**config.mk**
```make
export PLATFORM = sky130hd
export DESIGN_NAME = dvs_hssl_top
export DESIGN_NICKNAME = d
export VERILOG_FILES = /design/src/rtl/dvs_hssl_pkg.sv /design/src/rtl/dvs_hssl_top.sv /design/src/rtl/hssl_reg_bank.sv /design/src/rtl/pkt_assembler.sv /design/src/rtl/pkt_buffer.sv /design/src/rtl/pkt_router.sv
export VERILOG_INCLUDE_DIRS = /design/src /design/src/include
export SDC_FILE = /design/constraint.sdc
export NUM_CORES = 2
export LEC_CHECK = 0
export BUFFER_PORTS_ARGS = -buffer_cell sky130_fd_sc_hd__buf_2
export CAP_MARGIN = 20
export CELL_PAD_IN_SITES_DETAIL_PLACEMENT = 2
export CELL_PAD_IN_SITES_GLOBAL_PLACEMENT = 2
export CORE_MARGIN = 3
export CORE_UTILIZATION = 35
export CTS_CLUSTER_SIZE = 24
export DETAILED_ROUTE_END_ITERATION = 16
export GPL_TIMING_DRIVEN = 0
export HOLD_SLACK_MARGIN = 0.03
export PLACE_DENSITY = 0.86
export SYNTH_ARGS = -nofsm -noshare
export SYNTH_HDL_FRONTEND = slang
export SYNTH_SLANG_ARGS = --single-unit
```
**constraint.sdc**
```tcl
create_clock -name pl_clk0_buf_int -period 4.6 [get_ports pl_clk0_buf_int]
set_input_delay 1.15 -clock pl_clk0_buf_int [delete_from_list [all_inputs] [get_ports pl_clk0_buf_int]]
set_output_delay 1.15 -clock pl_clk0_buf_int [all_outputs]
set_load 0.02 [all_outputs]
```
**src/include/dvs_hssl_consts.svh**
```systemverilog
// sizes and register map of the sensor event to packet path
`ifndef DVS_HSSL_CONSTS_SVH
`define DVS_HSSL_CONSTS_SVH

// ----------------------------------------------------------------------
// widths
// ----------------------------------------------------------------------
// key and raw event share one width
`define DVS_KEY_BITS   32
`define DVS_ROUTE_BITS 3
`define DVS_SFT_BITS   5
`define DVS_ADDR_BITS  8

// ----------------------------------------------------------------------
// table and queue sizes
// ----------------------------------------------------------------------
`define DVS_NUM_MREGS  4
`define DVS_NUM_RREGS  8
`define DVS_BUF_DEPTH  4

// ----------------------------------------------------------------------
// register map, byte offsets, word stride 4
// ----------------------------------------------------------------------
`define DVS_REG_STOP          8'h00
`define DVS_REG_MP_KEY        8'h04
`define DVS_REG_FMSK_BASE     8'h10
`define DVS_REG_FSFT_BASE     8'h20
`define DVS_REG_RT_KEY_BASE   8'h40
`define DVS_REG_RT_MASK_BASE  8'h60
`define DVS_REG_RT_ROUTE_BASE 8'h80
// read only
`define DVS_REG_DROPPED       8'hA0

`endif

```
**src/rtl/dvs_hssl_pkg.sv**
```systemverilog
// shared vector types of the sensor event to packet path
`include "dvs_hssl_consts.svh"

package dvs_hssl_pkg;

  // ----------------------------------------------------------------------
  // packet and event words
  // ----------------------------------------------------------------------
  // routing key, the whole packet here
  typedef logic [`DVS_KEY_BITS-1:0]   key_t;
  // raw sensor event as it arrives
  typedef logic [`DVS_KEY_BITS-1:0]   evt_t;

  // ----------------------------------------------------------------------
  // configuration fields
  // ----------------------------------------------------------------------
  // output link number
  typedef logic [`DVS_ROUTE_BITS-1:0] route_t;
  // right shift of one mapper field
  typedef logic [`DVS_SFT_BITS-1:0]   sft_t;
  // apb byte address
  typedef logic [`DVS_ADDR_BITS-1:0]  apb_addr_t;

endpackage

```
**src/rtl/dvs_hssl_top.sv**
```systemverilog
// event to packet path top, register bank plus assembler, buffer and router
`timescale 1ns/100ps
`include "dvs_hssl_consts.svh"

module dvs_hssl_top (
  input  logic                    pl_clk0_buf_int,
  input  logic                    rst_n,
  input  logic                    psel,
  input  logic                    penable,
  input  logic                    pwrite,
  input  dvs_hssl_pkg::apb_addr_t paddr,
  input  dvs_hssl_pkg::key_t      pwdata,
  output dvs_hssl_pkg::key_t      prdata,
  output logic                    pready,
  output logic                    pslverr,
  input  dvs_hssl_pkg::evt_t      evt_data,
  input  logic                    evt_vld,
  output logic                    evt_rdy,
  output dvs_hssl_pkg::key_t      out_key,
  output dvs_hssl_pkg::route_t    out_route,
  output logic                    out_vld,
  input  logic                    out_rdy
);
  import dvs_hssl_pkg::*;

  // ----------------------------------------------------------------------
  // configuration from the register bank
  // ----------------------------------------------------------------------
  logic   stop;
  logic   drop_pulse;
  key_t   mp_key;
  key_t   fmsk [`DVS_NUM_MREGS];
  sft_t   fsft [`DVS_NUM_MREGS];
  key_t   rt_key [`DVS_NUM_RREGS];
  key_t   rt_mask [`DVS_NUM_RREGS];
  route_t rt_route [`DVS_NUM_RREGS];

  // assembler to buffer, buffer to router
  key_t   asm_key;
  logic   asm_vld;
  logic   asm_rdy;
  key_t   buf_key;
  logic   buf_vld;
  logic   buf_rdy;

  hssl_reg_bank u_reg_bank (
    .pl_clk0_buf_int (pl_clk0_buf_int),
    .rst_n           (rst_n),
    .psel            (psel),
    .penable         (penable),
    .pwrite          (pwrite),
    .paddr           (paddr),
    .pwdata          (pwdata),
    .prdata          (prdata),
    .pready          (pready),
    .pslverr         (pslverr),
    .drop_pulse      (drop_pulse),
    .stop            (stop),
    .mp_key          (mp_key),
    .fmsk            (fmsk),
    .fsft            (fsft),
    .rt_key          (rt_key),
    .rt_mask         (rt_mask),
    .rt_route        (rt_route)
  );

  // ----------------------------------------------------------------------
  // packet path
  // ----------------------------------------------------------------------
  pkt_assembler u_assembler (
    .pl_clk0_buf_int (pl_clk0_buf_int),
    .rst_n           (rst_n),
    .evt_data        (evt_data),
    .evt_vld         (evt_vld),
    .evt_rdy         (evt_rdy),
    .mp_key          (mp_key),
    .fmsk            (fmsk),
    .fsft            (fsft),
    .pkt_key         (asm_key),
    .pkt_vld         (asm_vld),
    .pkt_rdy         (asm_rdy)
  );

  pkt_buffer u_buffer (
    .pl_clk0_buf_int (pl_clk0_buf_int),
    .rst_n           (rst_n),
    .in_key          (asm_key),
    .in_vld          (asm_vld),
    .in_rdy          (asm_rdy),
    .out_key         (buf_key),
    .out_vld         (buf_vld),
    .out_rdy         (buf_rdy)
  );

  pkt_router u_router (
    .pl_clk0_buf_int (pl_clk0_buf_int),
    .rst_n           (rst_n),
    .in_key          (buf_key),
    .in_vld          (buf_vld),
    .in_rdy          (buf_rdy),
    .stop            (stop),
    .rt_key          (rt_key),
    .rt_mask         (rt_mask),
    .rt_route        (rt_route),
    .out_key         (out_key),
    .out_route       (out_route),
    .out_vld         (out_vld),
    .out_rdy         (out_rdy),
    .drop_pulse      (drop_pulse)
  );

endmodule

```
**src/rtl/hssl_reg_bank.sv**
```systemverilog
// apb register bank holding mapper, routing table, stop bit and drop count
`timescale 1ns/100ps
`include "dvs_hssl_consts.svh"

module hssl_reg_bank (
  input  logic                   pl_clk0_buf_int,
  input  logic                   rst_n,
  input  logic                   psel,
  input  logic                   penable,
  input  logic                   pwrite,
  input  dvs_hssl_pkg::apb_addr_t paddr,
  input  dvs_hssl_pkg::key_t      pwdata,
  output dvs_hssl_pkg::key_t      prdata,
  output logic                   pready,
  output logic                   pslverr,
  input  logic                   drop_pulse,
  output logic                   stop,
  output dvs_hssl_pkg::key_t      mp_key,
  output dvs_hssl_pkg::key_t      fmsk [`DVS_NUM_MREGS],
  output dvs_hssl_pkg::sft_t      fsft [`DVS_NUM_MREGS],
  output dvs_hssl_pkg::key_t      rt_key [`DVS_NUM_RREGS],
  output dvs_hssl_pkg::key_t      rt_mask [`DVS_NUM_RREGS],
  output dvs_hssl_pkg::route_t    rt_route [`DVS_NUM_RREGS]
);
  import dvs_hssl_pkg::*;

  logic                      hit_stop;
  logic                      hit_mp_key;
  logic                      hit_dropped;
  logic [`DVS_NUM_MREGS-1:0] hit_fmsk;
  logic [`DVS_NUM_MREGS-1:0] hit_fsft;
  logic [`DVS_NUM_RREGS-1:0] hit_rt_key;
  logic [`DVS_NUM_RREGS-1:0] hit_rt_mask;
  logic [`DVS_NUM_RREGS-1:0] hit_rt_route;
  logic                      mapped;
  logic                      wr_acc;
  key_t                      dropped_cnt;

  // ----------------------------------------------------------------------
  // address decode
  // ----------------------------------------------------------------------
  // exact word match only, so misaligned addresses fall out as unmapped
  always_comb begin
    hit_stop    = (paddr == `DVS_REG_STOP);
    hit_mp_key  = (paddr == `DVS_REG_MP_KEY);
    hit_dropped = (paddr == `DVS_REG_DROPPED);
    for (int i = 0; i < `DVS_NUM_MREGS; i++) begin
      hit_fmsk[i] = (paddr == apb_addr_t'(`DVS_REG_FMSK_BASE + 4 * i));
      hit_fsft[i] = (paddr == apb_addr_t'(`DVS_REG_FSFT_BASE + 4 * i));
    end
    for (int i = 0; i < `DVS_NUM_RREGS; i++) begin
      hit_rt_key[i]   = (paddr == apb_addr_t'(`DVS_REG_RT_KEY_BASE + 4 * i));
      hit_rt_mask[i]  = (paddr == apb_addr_t'(`DVS_REG_RT_MASK_BASE + 4 * i));
      hit_rt_route[i] = (paddr == apb_addr_t'(`DVS_REG_RT_ROUTE_BASE + 4 * i));
    end
  end

  assign mapped = hit_stop | hit_mp_key | hit_dropped | (|hit_fmsk) | (|hit_fsft) |
                  (|hit_rt_key) | (|hit_rt_mask) | (|hit_rt_route);

  // no wait states
  assign pready  = 1'b1;
  assign wr_acc  = psel & penable & pwrite;
  // unmapped address, or write to the read-only counter
  assign pslverr = psel & penable & (~mapped | (pwrite & hit_dropped));

  // ----------------------------------------------------------------------
  // read mux
  // ----------------------------------------------------------------------
  always_comb begin
    prdata = '0;
    if (hit_stop)    prdata = key_t'(stop);
    if (hit_mp_key)  prdata = mp_key;
    if (hit_dropped) prdata = dropped_cnt;
    for (int i = 0; i < `DVS_NUM_MREGS; i++) begin
      if (hit_fmsk[i]) prdata = fmsk[i];
      if (hit_fsft[i]) prdata = key_t'(fsft[i]);
    end
    for (int i = 0; i < `DVS_NUM_RREGS; i++) begin
      if (hit_rt_key[i])   prdata = rt_key[i];
      if (hit_rt_mask[i])  prdata = rt_mask[i];
      if (hit_rt_route[i]) prdata = key_t'(rt_route[i]);
    end
  end

  // ----------------------------------------------------------------------
  // configuration registers
  // ----------------------------------------------------------------------
  // written on the access-phase edge
  always_ff @(posedge pl_clk0_buf_int) begin
    if (!rst_n) begin
      stop   <= 1'b0;
      mp_key <= '0;
      for (int i = 0; i < `DVS_NUM_MREGS; i++) begin
        fmsk[i] <= '0;
        fsft[i] <= '0;
      end
      for (int i = 0; i < `DVS_NUM_RREGS; i++) begin
        rt_key[i]   <= '0;
        rt_mask[i]  <= '0;
        rt_route[i] <= '0;
      end
    end else if (wr_acc) begin
      if (hit_stop)   stop   <= pwdata[0];
      if (hit_mp_key) mp_key <= pwdata;
      for (int i = 0; i < `DVS_NUM_MREGS; i++) begin
        if (hit_fmsk[i]) fmsk[i] <= pwdata;
        if (hit_fsft[i]) fsft[i] <= pwdata[`DVS_SFT_BITS-1:0];
      end
      for (int i = 0; i < `DVS_NUM_RREGS; i++) begin
        if (hit_rt_key[i])   rt_key[i]   <= pwdata;
        if (hit_rt_mask[i])  rt_mask[i]  <= pwdata;
        if (hit_rt_route[i]) rt_route[i] <= pwdata[`DVS_ROUTE_BITS-1:0];
      end
    end
  end

  // dropped packets, wraps at 2^32
  always_ff @(posedge pl_clk0_buf_int) begin
    if (!rst_n) begin
      dropped_cnt <= '0;
    end else if (drop_pulse) begin
      dropped_cnt <= dropped_cnt + 1'b1;
    end
  end

endmodule

```
**src/rtl/pkt_assembler.sv**
```systemverilog
// event to routing key mapper with a one-entry output register
`timescale 1ns/100ps
`include "dvs_hssl_consts.svh"

module pkt_assembler (
  input  logic                pl_clk0_buf_int,
  input  logic                rst_n,
  input  dvs_hssl_pkg::evt_t  evt_data,
  input  logic                evt_vld,
  output logic                evt_rdy,
  input  dvs_hssl_pkg::key_t  mp_key,
  input  dvs_hssl_pkg::key_t  fmsk [`DVS_NUM_MREGS],
  input  dvs_hssl_pkg::sft_t  fsft [`DVS_NUM_MREGS],
  output dvs_hssl_pkg::key_t  pkt_key,
  output logic                pkt_vld,
  input  logic                pkt_rdy
);
  import dvs_hssl_pkg::*;

  key_t map_key;
  logic evt_take;

  // ----------------------------------------------------------------------
  // mapping
  // ----------------------------------------------------------------------
  // base key plus each masked field moved down into place
  always_comb begin
    map_key = mp_key;
    for (int i = 0; i < `DVS_NUM_MREGS; i++) begin
      map_key = map_key | ((evt_data & fmsk[i]) >> fsft[i]);
    end
  end

  // ----------------------------------------------------------------------
  // output register
  // ----------------------------------------------------------------------
  // free when empty or drained this cycle, one event per clock
  assign evt_rdy  = !pkt_vld || pkt_rdy;
  assign evt_take = evt_vld && evt_rdy;

  always_ff @(posedge pl_clk0_buf_int) begin
    if (!rst_n) begin
      pkt_vld <= 1'b0;
    end else if (evt_rdy) begin
      pkt_vld <= evt_vld;
    end
  end

  // key lands the cycle after acceptance
  always_ff @(posedge pl_clk0_buf_int) begin
    if (evt_take) begin
      pkt_key <= map_key;
    end
  end

endmodule

```
**src/rtl/pkt_buffer.sv**
```systemverilog
// circular key queue between the assembler and the router
`timescale 1ns/100ps
`include "dvs_hssl_consts.svh"

module pkt_buffer (
  input  logic               pl_clk0_buf_int,
  input  logic               rst_n,
  input  dvs_hssl_pkg::key_t in_key,
  input  logic               in_vld,
  output logic               in_rdy,
  output dvs_hssl_pkg::key_t out_key,
  output logic               out_vld,
  input  logic               out_rdy
);
  import dvs_hssl_pkg::*;

  localparam int PTR_BITS = $clog2(`DVS_BUF_DEPTH);
  localparam int CNT_BITS = $clog2(`DVS_BUF_DEPTH + 1);

  key_t                mem [`DVS_BUF_DEPTH];
  logic [PTR_BITS-1:0] wr_ptr;
  logic [PTR_BITS-1:0] rd_ptr;
  logic [CNT_BITS-1:0] count;
  logic                push;
  logic                pop;

  // ----------------------------------------------------------------------
  // handshake
  // ----------------------------------------------------------------------
  assign in_rdy  = (count != CNT_BITS'(`DVS_BUF_DEPTH));
  assign out_vld = (count != '0);
  // head entry read straight from storage
  assign out_key = mem[rd_ptr];
  assign push    = in_vld && in_rdy;
  assign pop     = out_vld && out_rdy;

  // ----------------------------------------------------------------------
  // pointers and occupancy
  // ----------------------------------------------------------------------
  always_ff @(posedge pl_clk0_buf_int) begin
    if (!rst_n) begin
      wr_ptr <= '0;
      rd_ptr <= '0;
      count  <= '0;
    end else begin
      if (push) wr_ptr <= (wr_ptr == PTR_BITS'(`DVS_BUF_DEPTH - 1)) ? '0 : wr_ptr + 1'b1;
      if (pop)  rd_ptr <= (rd_ptr == PTR_BITS'(`DVS_BUF_DEPTH - 1)) ? '0 : rd_ptr + 1'b1;
      // simultaneous push and pop leaves count alone
      if (push && !pop)      count <= count + 1'b1;
      else if (pop && !push) count <= count - 1'b1;
    end
  end

  // storage
  always_ff @(posedge pl_clk0_buf_int) begin
    if (push) begin
      mem[wr_ptr] <= in_key;
    end
  end

endmodule

```
**src/rtl/pkt_router.sv**
```systemverilog
// masked key table lookup, route register, drop pulse and stop hold
`timescale 1ns/100ps
`include "dvs_hssl_consts.svh"

module pkt_router (
  input  logic                 pl_clk0_buf_int,
  input  logic                 rst_n,
  input  dvs_hssl_pkg::key_t   in_key,
  input  logic                 in_vld,
  output logic                 in_rdy,
  input  logic                 stop,
  input  dvs_hssl_pkg::key_t   rt_key [`DVS_NUM_RREGS],
  input  dvs_hssl_pkg::key_t   rt_mask [`DVS_NUM_RREGS],
  input  dvs_hssl_pkg::route_t rt_route [`DVS_NUM_RREGS],
  output dvs_hssl_pkg::key_t   out_key,
  output dvs_hssl_pkg::route_t out_route,
  output logic                 out_vld,
  input  logic                 out_rdy,
  output logic                 drop_pulse
);
  import dvs_hssl_pkg::*;

  logic   hit;
  route_t hit_route;
  logic   out_free;
  logic   take;

  // ----------------------------------------------------------------------
  // table search
  // ----------------------------------------------------------------------
  // walk down so the lowest matching entry wins
  always_comb begin
    hit       = 1'b0;
    hit_route = '0;
    for (int i = `DVS_NUM_RREGS - 1; i >= 0; i--) begin
      if ((in_key & rt_mask[i]) == (rt_key[i] & rt_mask[i])) begin
        hit       = 1'b1;
        hit_route = rt_route[i];
      end
    end
  end

  // ----------------------------------------------------------------------
  // output stage
  // ----------------------------------------------------------------------
  // stop halts intake, output already held still drains
  assign out_free = !out_vld || out_rdy;
  assign in_rdy   = !stop && out_free;
  assign take     = in_vld && in_rdy;

  always_ff @(posedge pl_clk0_buf_int) begin
    if (!rst_n) begin
      out_vld    <= 1'b0;
      drop_pulse <= 1'b0;
    end else begin
      // unmatched key consumed, counted one cycle later
      drop_pulse <= take && !hit;
      if (out_free) out_vld <= take && hit;
    end
  end

  always_ff @(posedge pl_clk0_buf_int) begin
    if (take && hit) begin
      out_key   <= in_key;
      out_route <= hit_route;
    end
  end

endmodule

```
==> implementation parameters, run 1 <==
Parameter                              Value

Run status
  Run status ... did not finish
  Last stage ... global routing (5_1_grt)
  Tool error message ... [ERROR GRT-0116] Global routing finished with congestion. Check the congestion regions in the DRC Viewer.

Die
  Std-Cell Rows ... 144
  Die width ... 400.2 um
  Effective utilization at floorplan ... 35.26%
  Number of I/O pins ... 150
  Die boundary height ... 400.2 um

Logic synthesis
  Number of unique standard cell types used by synthesis ... 86
  Post-synthesis share of cell area spent on and, or, nand and nor gates ... 18.52%
  Dominant combinational cell family by area after synthesis ... compound AO/OA/AOI/OAI gates
  Seq/Total Area, Yosys ... 38.78%
  Post-synthesis cell count ... 6852
  Share of the synthesized area in compound gates (AO/OA/AOI/OAI) ... 22.11%
  Primary FF master, synth ... sky130_fd_sc_hd__dfxtp_1
  Per-instance average area after synthesis ... 7.937 um2
  Total of flip-flops plus latches after synthesis ... 956
  Share of synthesized area spent on multiplexers ... 8.722%
  Adder-cell share of the synthesized area ... 0.1979%
  Post-synthesis cell area ... 0.05438 mm2
  Total nets after synthesis ... 6939
  Number of enable flip-flop cells after synthesis ... 195
  Synthesized-area fraction occupied by xor and xnor cells ... 7.151%
  Fraction of registers with async set or reset after synthesis ... 0%
  Number of warnings reported in the yosys synthesis log ... 0

Global routing
  Total global routing track utilization ... 67.58%
  Number of global-route vias before repair ... 74870
  Maximum number of pins on one net before global-route repair ... 33
  Wire length of the first global-routing pass ... 734.9 mm
  Remaining Overflow, GRT ... 7

CTS
  CTS max path bufs ... 3
  Maximum level of the CTS H-tree ... 3
  TritonCTS Buffers ... 112
  Clk root buf ... sky130_fd_sc_hd__clkbuf_16
  Clock Sink Count ... 956

Placement
  Detailed-placement wirelength estimate ... 357.2 mm
  Routability congestion estimate from global placement ... 1.118
  Count of input and output buffers ... 110
## synthesized netlist by cell type, types with 35 or more instances
cell type	count	area, um2
sky130_fd_sc_hd__xor2_1	89	779.5
sky130_fd_sc_hd__nor2_1	314	1179
sky130_fd_sc_hd__dfxtp_1	761	15230
sky130_fd_sc_hd__mux2_2	58	653.1
sky130_fd_sc_hd__a221o_1	35	350.3
sky130_fd_sc_hd__o21ai_0	318	1592
sky130_fd_sc_hd__o211ai_1	54	405.4
sky130_fd_sc_hd__o22ai_1	50	312.8
sky130_fd_sc_hd__mux2i_2	37	509.2
sky130_fd_sc_hd__a222oi_1	38	380.4
sky130_fd_sc_hd__mux2i_1	243	2432
sky130_fd_sc_hd__xnor2_1	355	3109
sky130_fd_sc_hd__clkbuf_1	519	1948
sky130_fd_sc_hd__nand2_1	1717	6445
sky130_fd_sc_hd__a31oi_1	38	237.7
sky130_fd_sc_hd__a221oi_1	68	595.6
sky130_fd_sc_hd__edfxtp_1	195	5856
sky130_fd_sc_hd__a22oi_1	146	1096
sky130_fd_sc_hd__buf_1	44	165.2
sky130_fd_sc_hd__nand3_1	231	1156
sky130_fd_sc_hd__a21oi_1	991	4960
sky130_fd_sc_hd__a2111oi_0	36	315.3
## logic make-up after synthesis
family	after synthesis
adders and majority gates	8
xor gates and xnor gates	444
buffers and inverters	617
other	1
muxes	389
and+or+nand+nor	2464
AOI/OAI and AO/OA	1973
DFF	956
## routing by layer
| metal | overflow | track usage, % |
|---|---|---|
| met5 | 0 | 15.36 |
| met4 | 4 | 66.93 |
| met2 | 3 | 87.44 |
| met1 | 0 | 69.81 |
| met3 | 0 | 45.05 |
## stage by stage
step / utilization, % / setup slack, ns / instance area [um2] / setup TNS, ns / cells
2_1_floorplan: - / -0.1126 / 54560 / -0.7848 / 6852
3_5_place_dp: 38.58 / -3.287 / 59510 / -890.00 / 9099
3_3_place_gp: 37.39 / -3.998 / 57670 / -955.87 / 9006
4_1_cts: 44.28 / -0.4927 / 68290 / -15.04 / 9402
## what timing repair did
| item | in CTS |
|---|---|
| endpoints found under the setup margin | 513 |
| gates resized for setup | 873 |
| pin swaps | 136 |
| setup buffers | 92 |
| cloned | 7 |
| hold buffers | 0 |
==> inputs of run 2 (changes only) <==
CELL_PAD_IN_SITES_DETAIL_PLACEMENT = default   (was 2)
CELL_PAD_IN_SITES_GLOBAL_PLACEMENT = default   (was 2)
CORE_UTILIZATION = 32   (was 35)
CTS_CLUSTER_SIZE = default   (was 24)
HOLD_SLACK_MARGIN = default   (was 0.03)
PLACE_DENSITY = default   (was 0.86)
PLACE_DENSITY_LB_ADDON = 0.15   (was default)
clock period = 6 ns   (was 4.6 ns; I/O delays follow)
==> run 2 against run 1 <==
Effect of this change:
- synthesized cell count did not move
- area after synthesis did not move
- the flow now finishes, with violations (setup timing)
==> implementation parameters, run 2 <==
Parameter                              Value

Run status
  Run status ... complete, but fails checks
  Failing checks ... setup timing

Placement
  Count of input and output buffers ... 110
  Routability congestion estimate from global placement ... 1.085
  Number of placed instances with taps included ... 9263
  Placed instance area ... 0.05948 mm2
  Detailed-placement wirelength estimate ... 329.0 mm

CTS
  Clock insertion delay at the later pin of the skew report ... 0.81 ns
  TritonCTS Buffers ... 115
  Clk root buf ... sky130_fd_sc_hd__clkbuf_16
  Count of hold buffers inserted by post-cts repair ... 0
  Maximum level of the CTS H-tree ... 3
  Clock Sink Count ... 956
  Clk slew on worst S/H paths ... 0.06 ns
  CTS max path bufs ... 3
  CTS tree ... yes

Logic synthesis
  Primary FF master, synth ... sky130_fd_sc_hd__dfxtp_1
  Number of unique standard cell types used by synthesis ... 86
  Synthesized-area fraction occupied by xor and xnor cells ... 7.151%
  Adder-cell share of the synthesized area ... 0.1979%
  Number of warnings reported in the yosys synthesis log ... 0
  Total of flip-flops plus latches after synthesis ... 956
  Seq/Total Area, Yosys ... 38.78%
  Share of synthesized area spent on multiplexers ... 8.722%
  Most frequent cells after synthesis ... 1717 x sky130_fd_sc_hd__nand2_1, 991 x sky130_fd_sc_hd__a21oi_1, 761 x sky130_fd_sc_hd__dfxtp_1, 519 x sky130_fd_sc_hd__clkbuf_1, 355 x sky130_fd_sc_hd__xnor2_1
  Most frequent cell after synthesis ... sky130_fd_sc_hd__nand2_1
  Total nets after synthesis ... 6939
  Share of the synthesized area in compound gates (AO/OA/AOI/OAI) ... 22.11%
  Dominant combinational cell family by area after synthesis ... compound AO/OA/AOI/OAI gates
  Post-synthesis cell area ... 0.05438 mm2
  Post-synthesis cell count ... 6852
  Ranking of synthesized cells by area ... sky130_fd_sc_hd__dfxtp_1 28%, sky130_fd_sc_hd__nand2_1 12%, sky130_fd_sc_hd__edfxtp_1 11%
  Fraction of registers with async set or reset after synthesis ... 0%
  Area share of the leading cell type in the synthesized netlist ... 28.01%
  Cell type with the largest total area after synthesis ... sky130_fd_sc_hd__dfxtp_1
  Number of enable flip-flop cells after synthesis ... 195
  Per-instance average area after synthesis ... 7.937 um2
  Post-synthesis share of cell area spent on and, or, nand and nor gates ... 18.52%

Global routing
  Total global routing track utilization ... 46.13%
  Met2 capacity usage during global routing ... 70.61%
  Wire length of the first global-routing pass ... 537.8 mm
  Most utilized layer in the global route result ... met2
  Maximum number of pins on one net before global-route repair ... 30
  Met1 global-route usage ... 51.98%
  Initial antenna violation count ... 32
  Global-route met3 utilization ... 10.27%
  Number of global-route vias before repair ... 56420
  Remaining Overflow, GRT ... 0

Final layout
  Number of standard cells in the final layout excluding fillers ... 9509
  Commonest non-fill, non-tap cells in the layout ... 1714 x sky130_fd_sc_hd__nand2_1, 965 x sky130_fd_sc_hd__a21oi_1, 761 x sky130_fd_sc_hd__dfxtp_1, 411 x sky130_fd_sc_hd__clkbuf_1, 355 x sky130_fd_sc_hd__xnor2_1
  Area Overhead vs Synth ... 20.62%
  Layout Utilization ... 39.05%
  Biggest regs ... u_reg_bank.rt_key (256), u_reg_bank.rt_mask (256)
  Leading cell type in the layout, fill and taps excluded ... sky130_fd_sc_hd__nand2_1
  Final net count ... 7280
  Non-Filler Cell Area, Final ... 0.06559 mm2
  Fraction of layout cells with a size suffix above 1 ... 13.30%

Die
  Number of I/O pins ... 150
  Effective utilization at floorplan ... 32.37%
  Std-Cell Rows ... 150
  Area of the placeable core ... 0.1680 mm2
  Die area ... 0.1749 mm2
  Die boundary height ... 418.2 um
  Die width ... 418.2 um

Hold path
  Hold/Removal Path Class ... reg2reg
  Hold Path Depth ... 0
  Hold endpoint ... u_buffer.mem[1][26]
  Start point of the worst hold path ... u_assembler.pkt_key[26]

Detailed routing
  Drt first pass iters ... 9
  Final antenna-violating net count ... 0
  Post-route DRC ... 0
  Sum of routed wire length over all layers ... 415.6 mm
  Iteration-0 DRC Markers ... 8970
  Wire per inst ... 43.71 um
  Detail-routed via count per cell ... 6.360
  Total via count in the routed design ... 60480

Worst setup path
  FF-to-FF End ... u_router.out_key[15]
  Slowest library cell on the worst path ... sky130_fd_sc_hd__a221o_1
  Worst setup SP type ... primary input
  Worst R2R Path Depth ... 13
  Cell breakdown of the critical path ... buf_2 > clkbuf_4 > nor2b_4 > buf_2 > a22oi_1 > o22ai_1 > nand3_1 > a21oi_1 > o21ai_0 > a221o_1 > a211o_1 > a21oi_1 > buf_2
  Maximum single-stage delay on the critical path ... 0.42 ns
  Maximum net fanout on the critical path ... 10
  Classification of the worst setup path ... in2out
  CP Capture Type ... primary output
  Critical path's most frequent cell ... sky130_fd_sc_hd__buf_2
  Data required time of the worst path ... 4.50 ns
  Worst reg2reg setup slack ... 0.04 ns
  CP arrival ... 4.59 ns

Timing
  Final setup violating endpoints ... 8
  Period utilisation layout ... 101.4%
  Setup slack of the critical path after layout ... -0.08528 ns
  Final Max Tran Viols ... 0
  Crit path time final ... 6.085 ns
  Hold Slack ... 0.4682 ns
  Final Hold Violating Endpoints ... 0
  Pin slew with the least headroom to its limit ... 1.309 ns
  Post-route clock skew ... 0.07586 ns
  Remaining max-slew budget at the tightest pin ... 10.25%
  Maximum frequency from static timing analysis ... 164.3 MHz

Power
  Leakage ... 20.30 nW
  Max VDD drop ... 0.3076 mV
  Power density over the cells ... 308.4 mW/mm2

Job
  # Max-Cap Violations ... 0
run 2: cell counts after synthesis:
Identical to the previous run, type by type.
run 2: power by group:
part	switching [mW]	total, mW	leakage (nW)	internal [mW]
clock	3.20	7.37	1.92	4.16
combinational	4.26	5.91	10.4	1.66
sequential	0.107	6.95	7.97	6.84
run 2: how the worst max path moves through the flow:
stage	start	endpoint	slack (ns)	cells past startpoint
2_1_floorplan	paddr[6]	prdata[0]	0.44	12
3_5_place_dp	paddr[3]	prdata[30]	-2.15	10
5_1_grt	paddr[5]	prdata[4]	-0.005	13
6_report	paddr[5]	prdata[4]	-0.09	13
4_1_cts	paddr[5]	prdata[4]	-0.04	13
3_3_place_gp	paddr[3]	prdata[30]	-2.59	10
run 2: logic make-up after synthesis:
kind of cell,count (synthesis)
other cells,1
buf+inv,617
xor+xnor,444
fa+ha+maj,8
flops,956
mux,389
simple gates,2464
compound gates,1973
run 2: area by class of cell:
class / count / area [um2]
diodes: 12 / 30.03
plain buffers: 584 / 2743
clock buffers: 169 / 3322
clock inverters: 48 / 579.3
fillers: 17420 / 102400
inverters: 26 / 103.9
multi-input cells: 5279 / 32610
flip-flops and latches: 956 / 21090
well taps: 2204 / 2758
repair buffers: 231 / 2355
run 2: routing by layer:
layer	share of wire, %	up-vias	wire, um
met5	0.0079	-	33
met3	9.2	1426	38080
met2	43	4279	177300
met1	35	29760	145500
li1	-	25010	-
met4	13	4	54630
run 2: what timing repair did:
item                       4_1_cts  5_1_grt
setup buffers                   13        5
resized for setup              426      109
pin swaps                       23       17
setup endpoints to repair      183       57
cloned                           0        0
run 2: per-stage QoR:
step	power, mW	setup TNS [ns]	setup slack (ns)
6_report	20.23	-0.2338	-0.08528
5_1_grt	20.40	-0.004526	-0.004526
4_1_cts	19.92	-0.05348	-0.04304
3_5_place_dp	12.61	-241.79	-2.145
3_3_place_gp	12.22	-389.27	-2.585
2_1_floorplan	9.519	0	0.4354
run 2: critical path, delay by kind of cell:
family                 cells  cell delay (ns)
AO/OA/AOI/OAI              7             1.79
buffers and inverters      4             0.93
AND/OR/NAND/NOR            2             0.36
No activity file was read; power rests on OpenSTA's default activity.
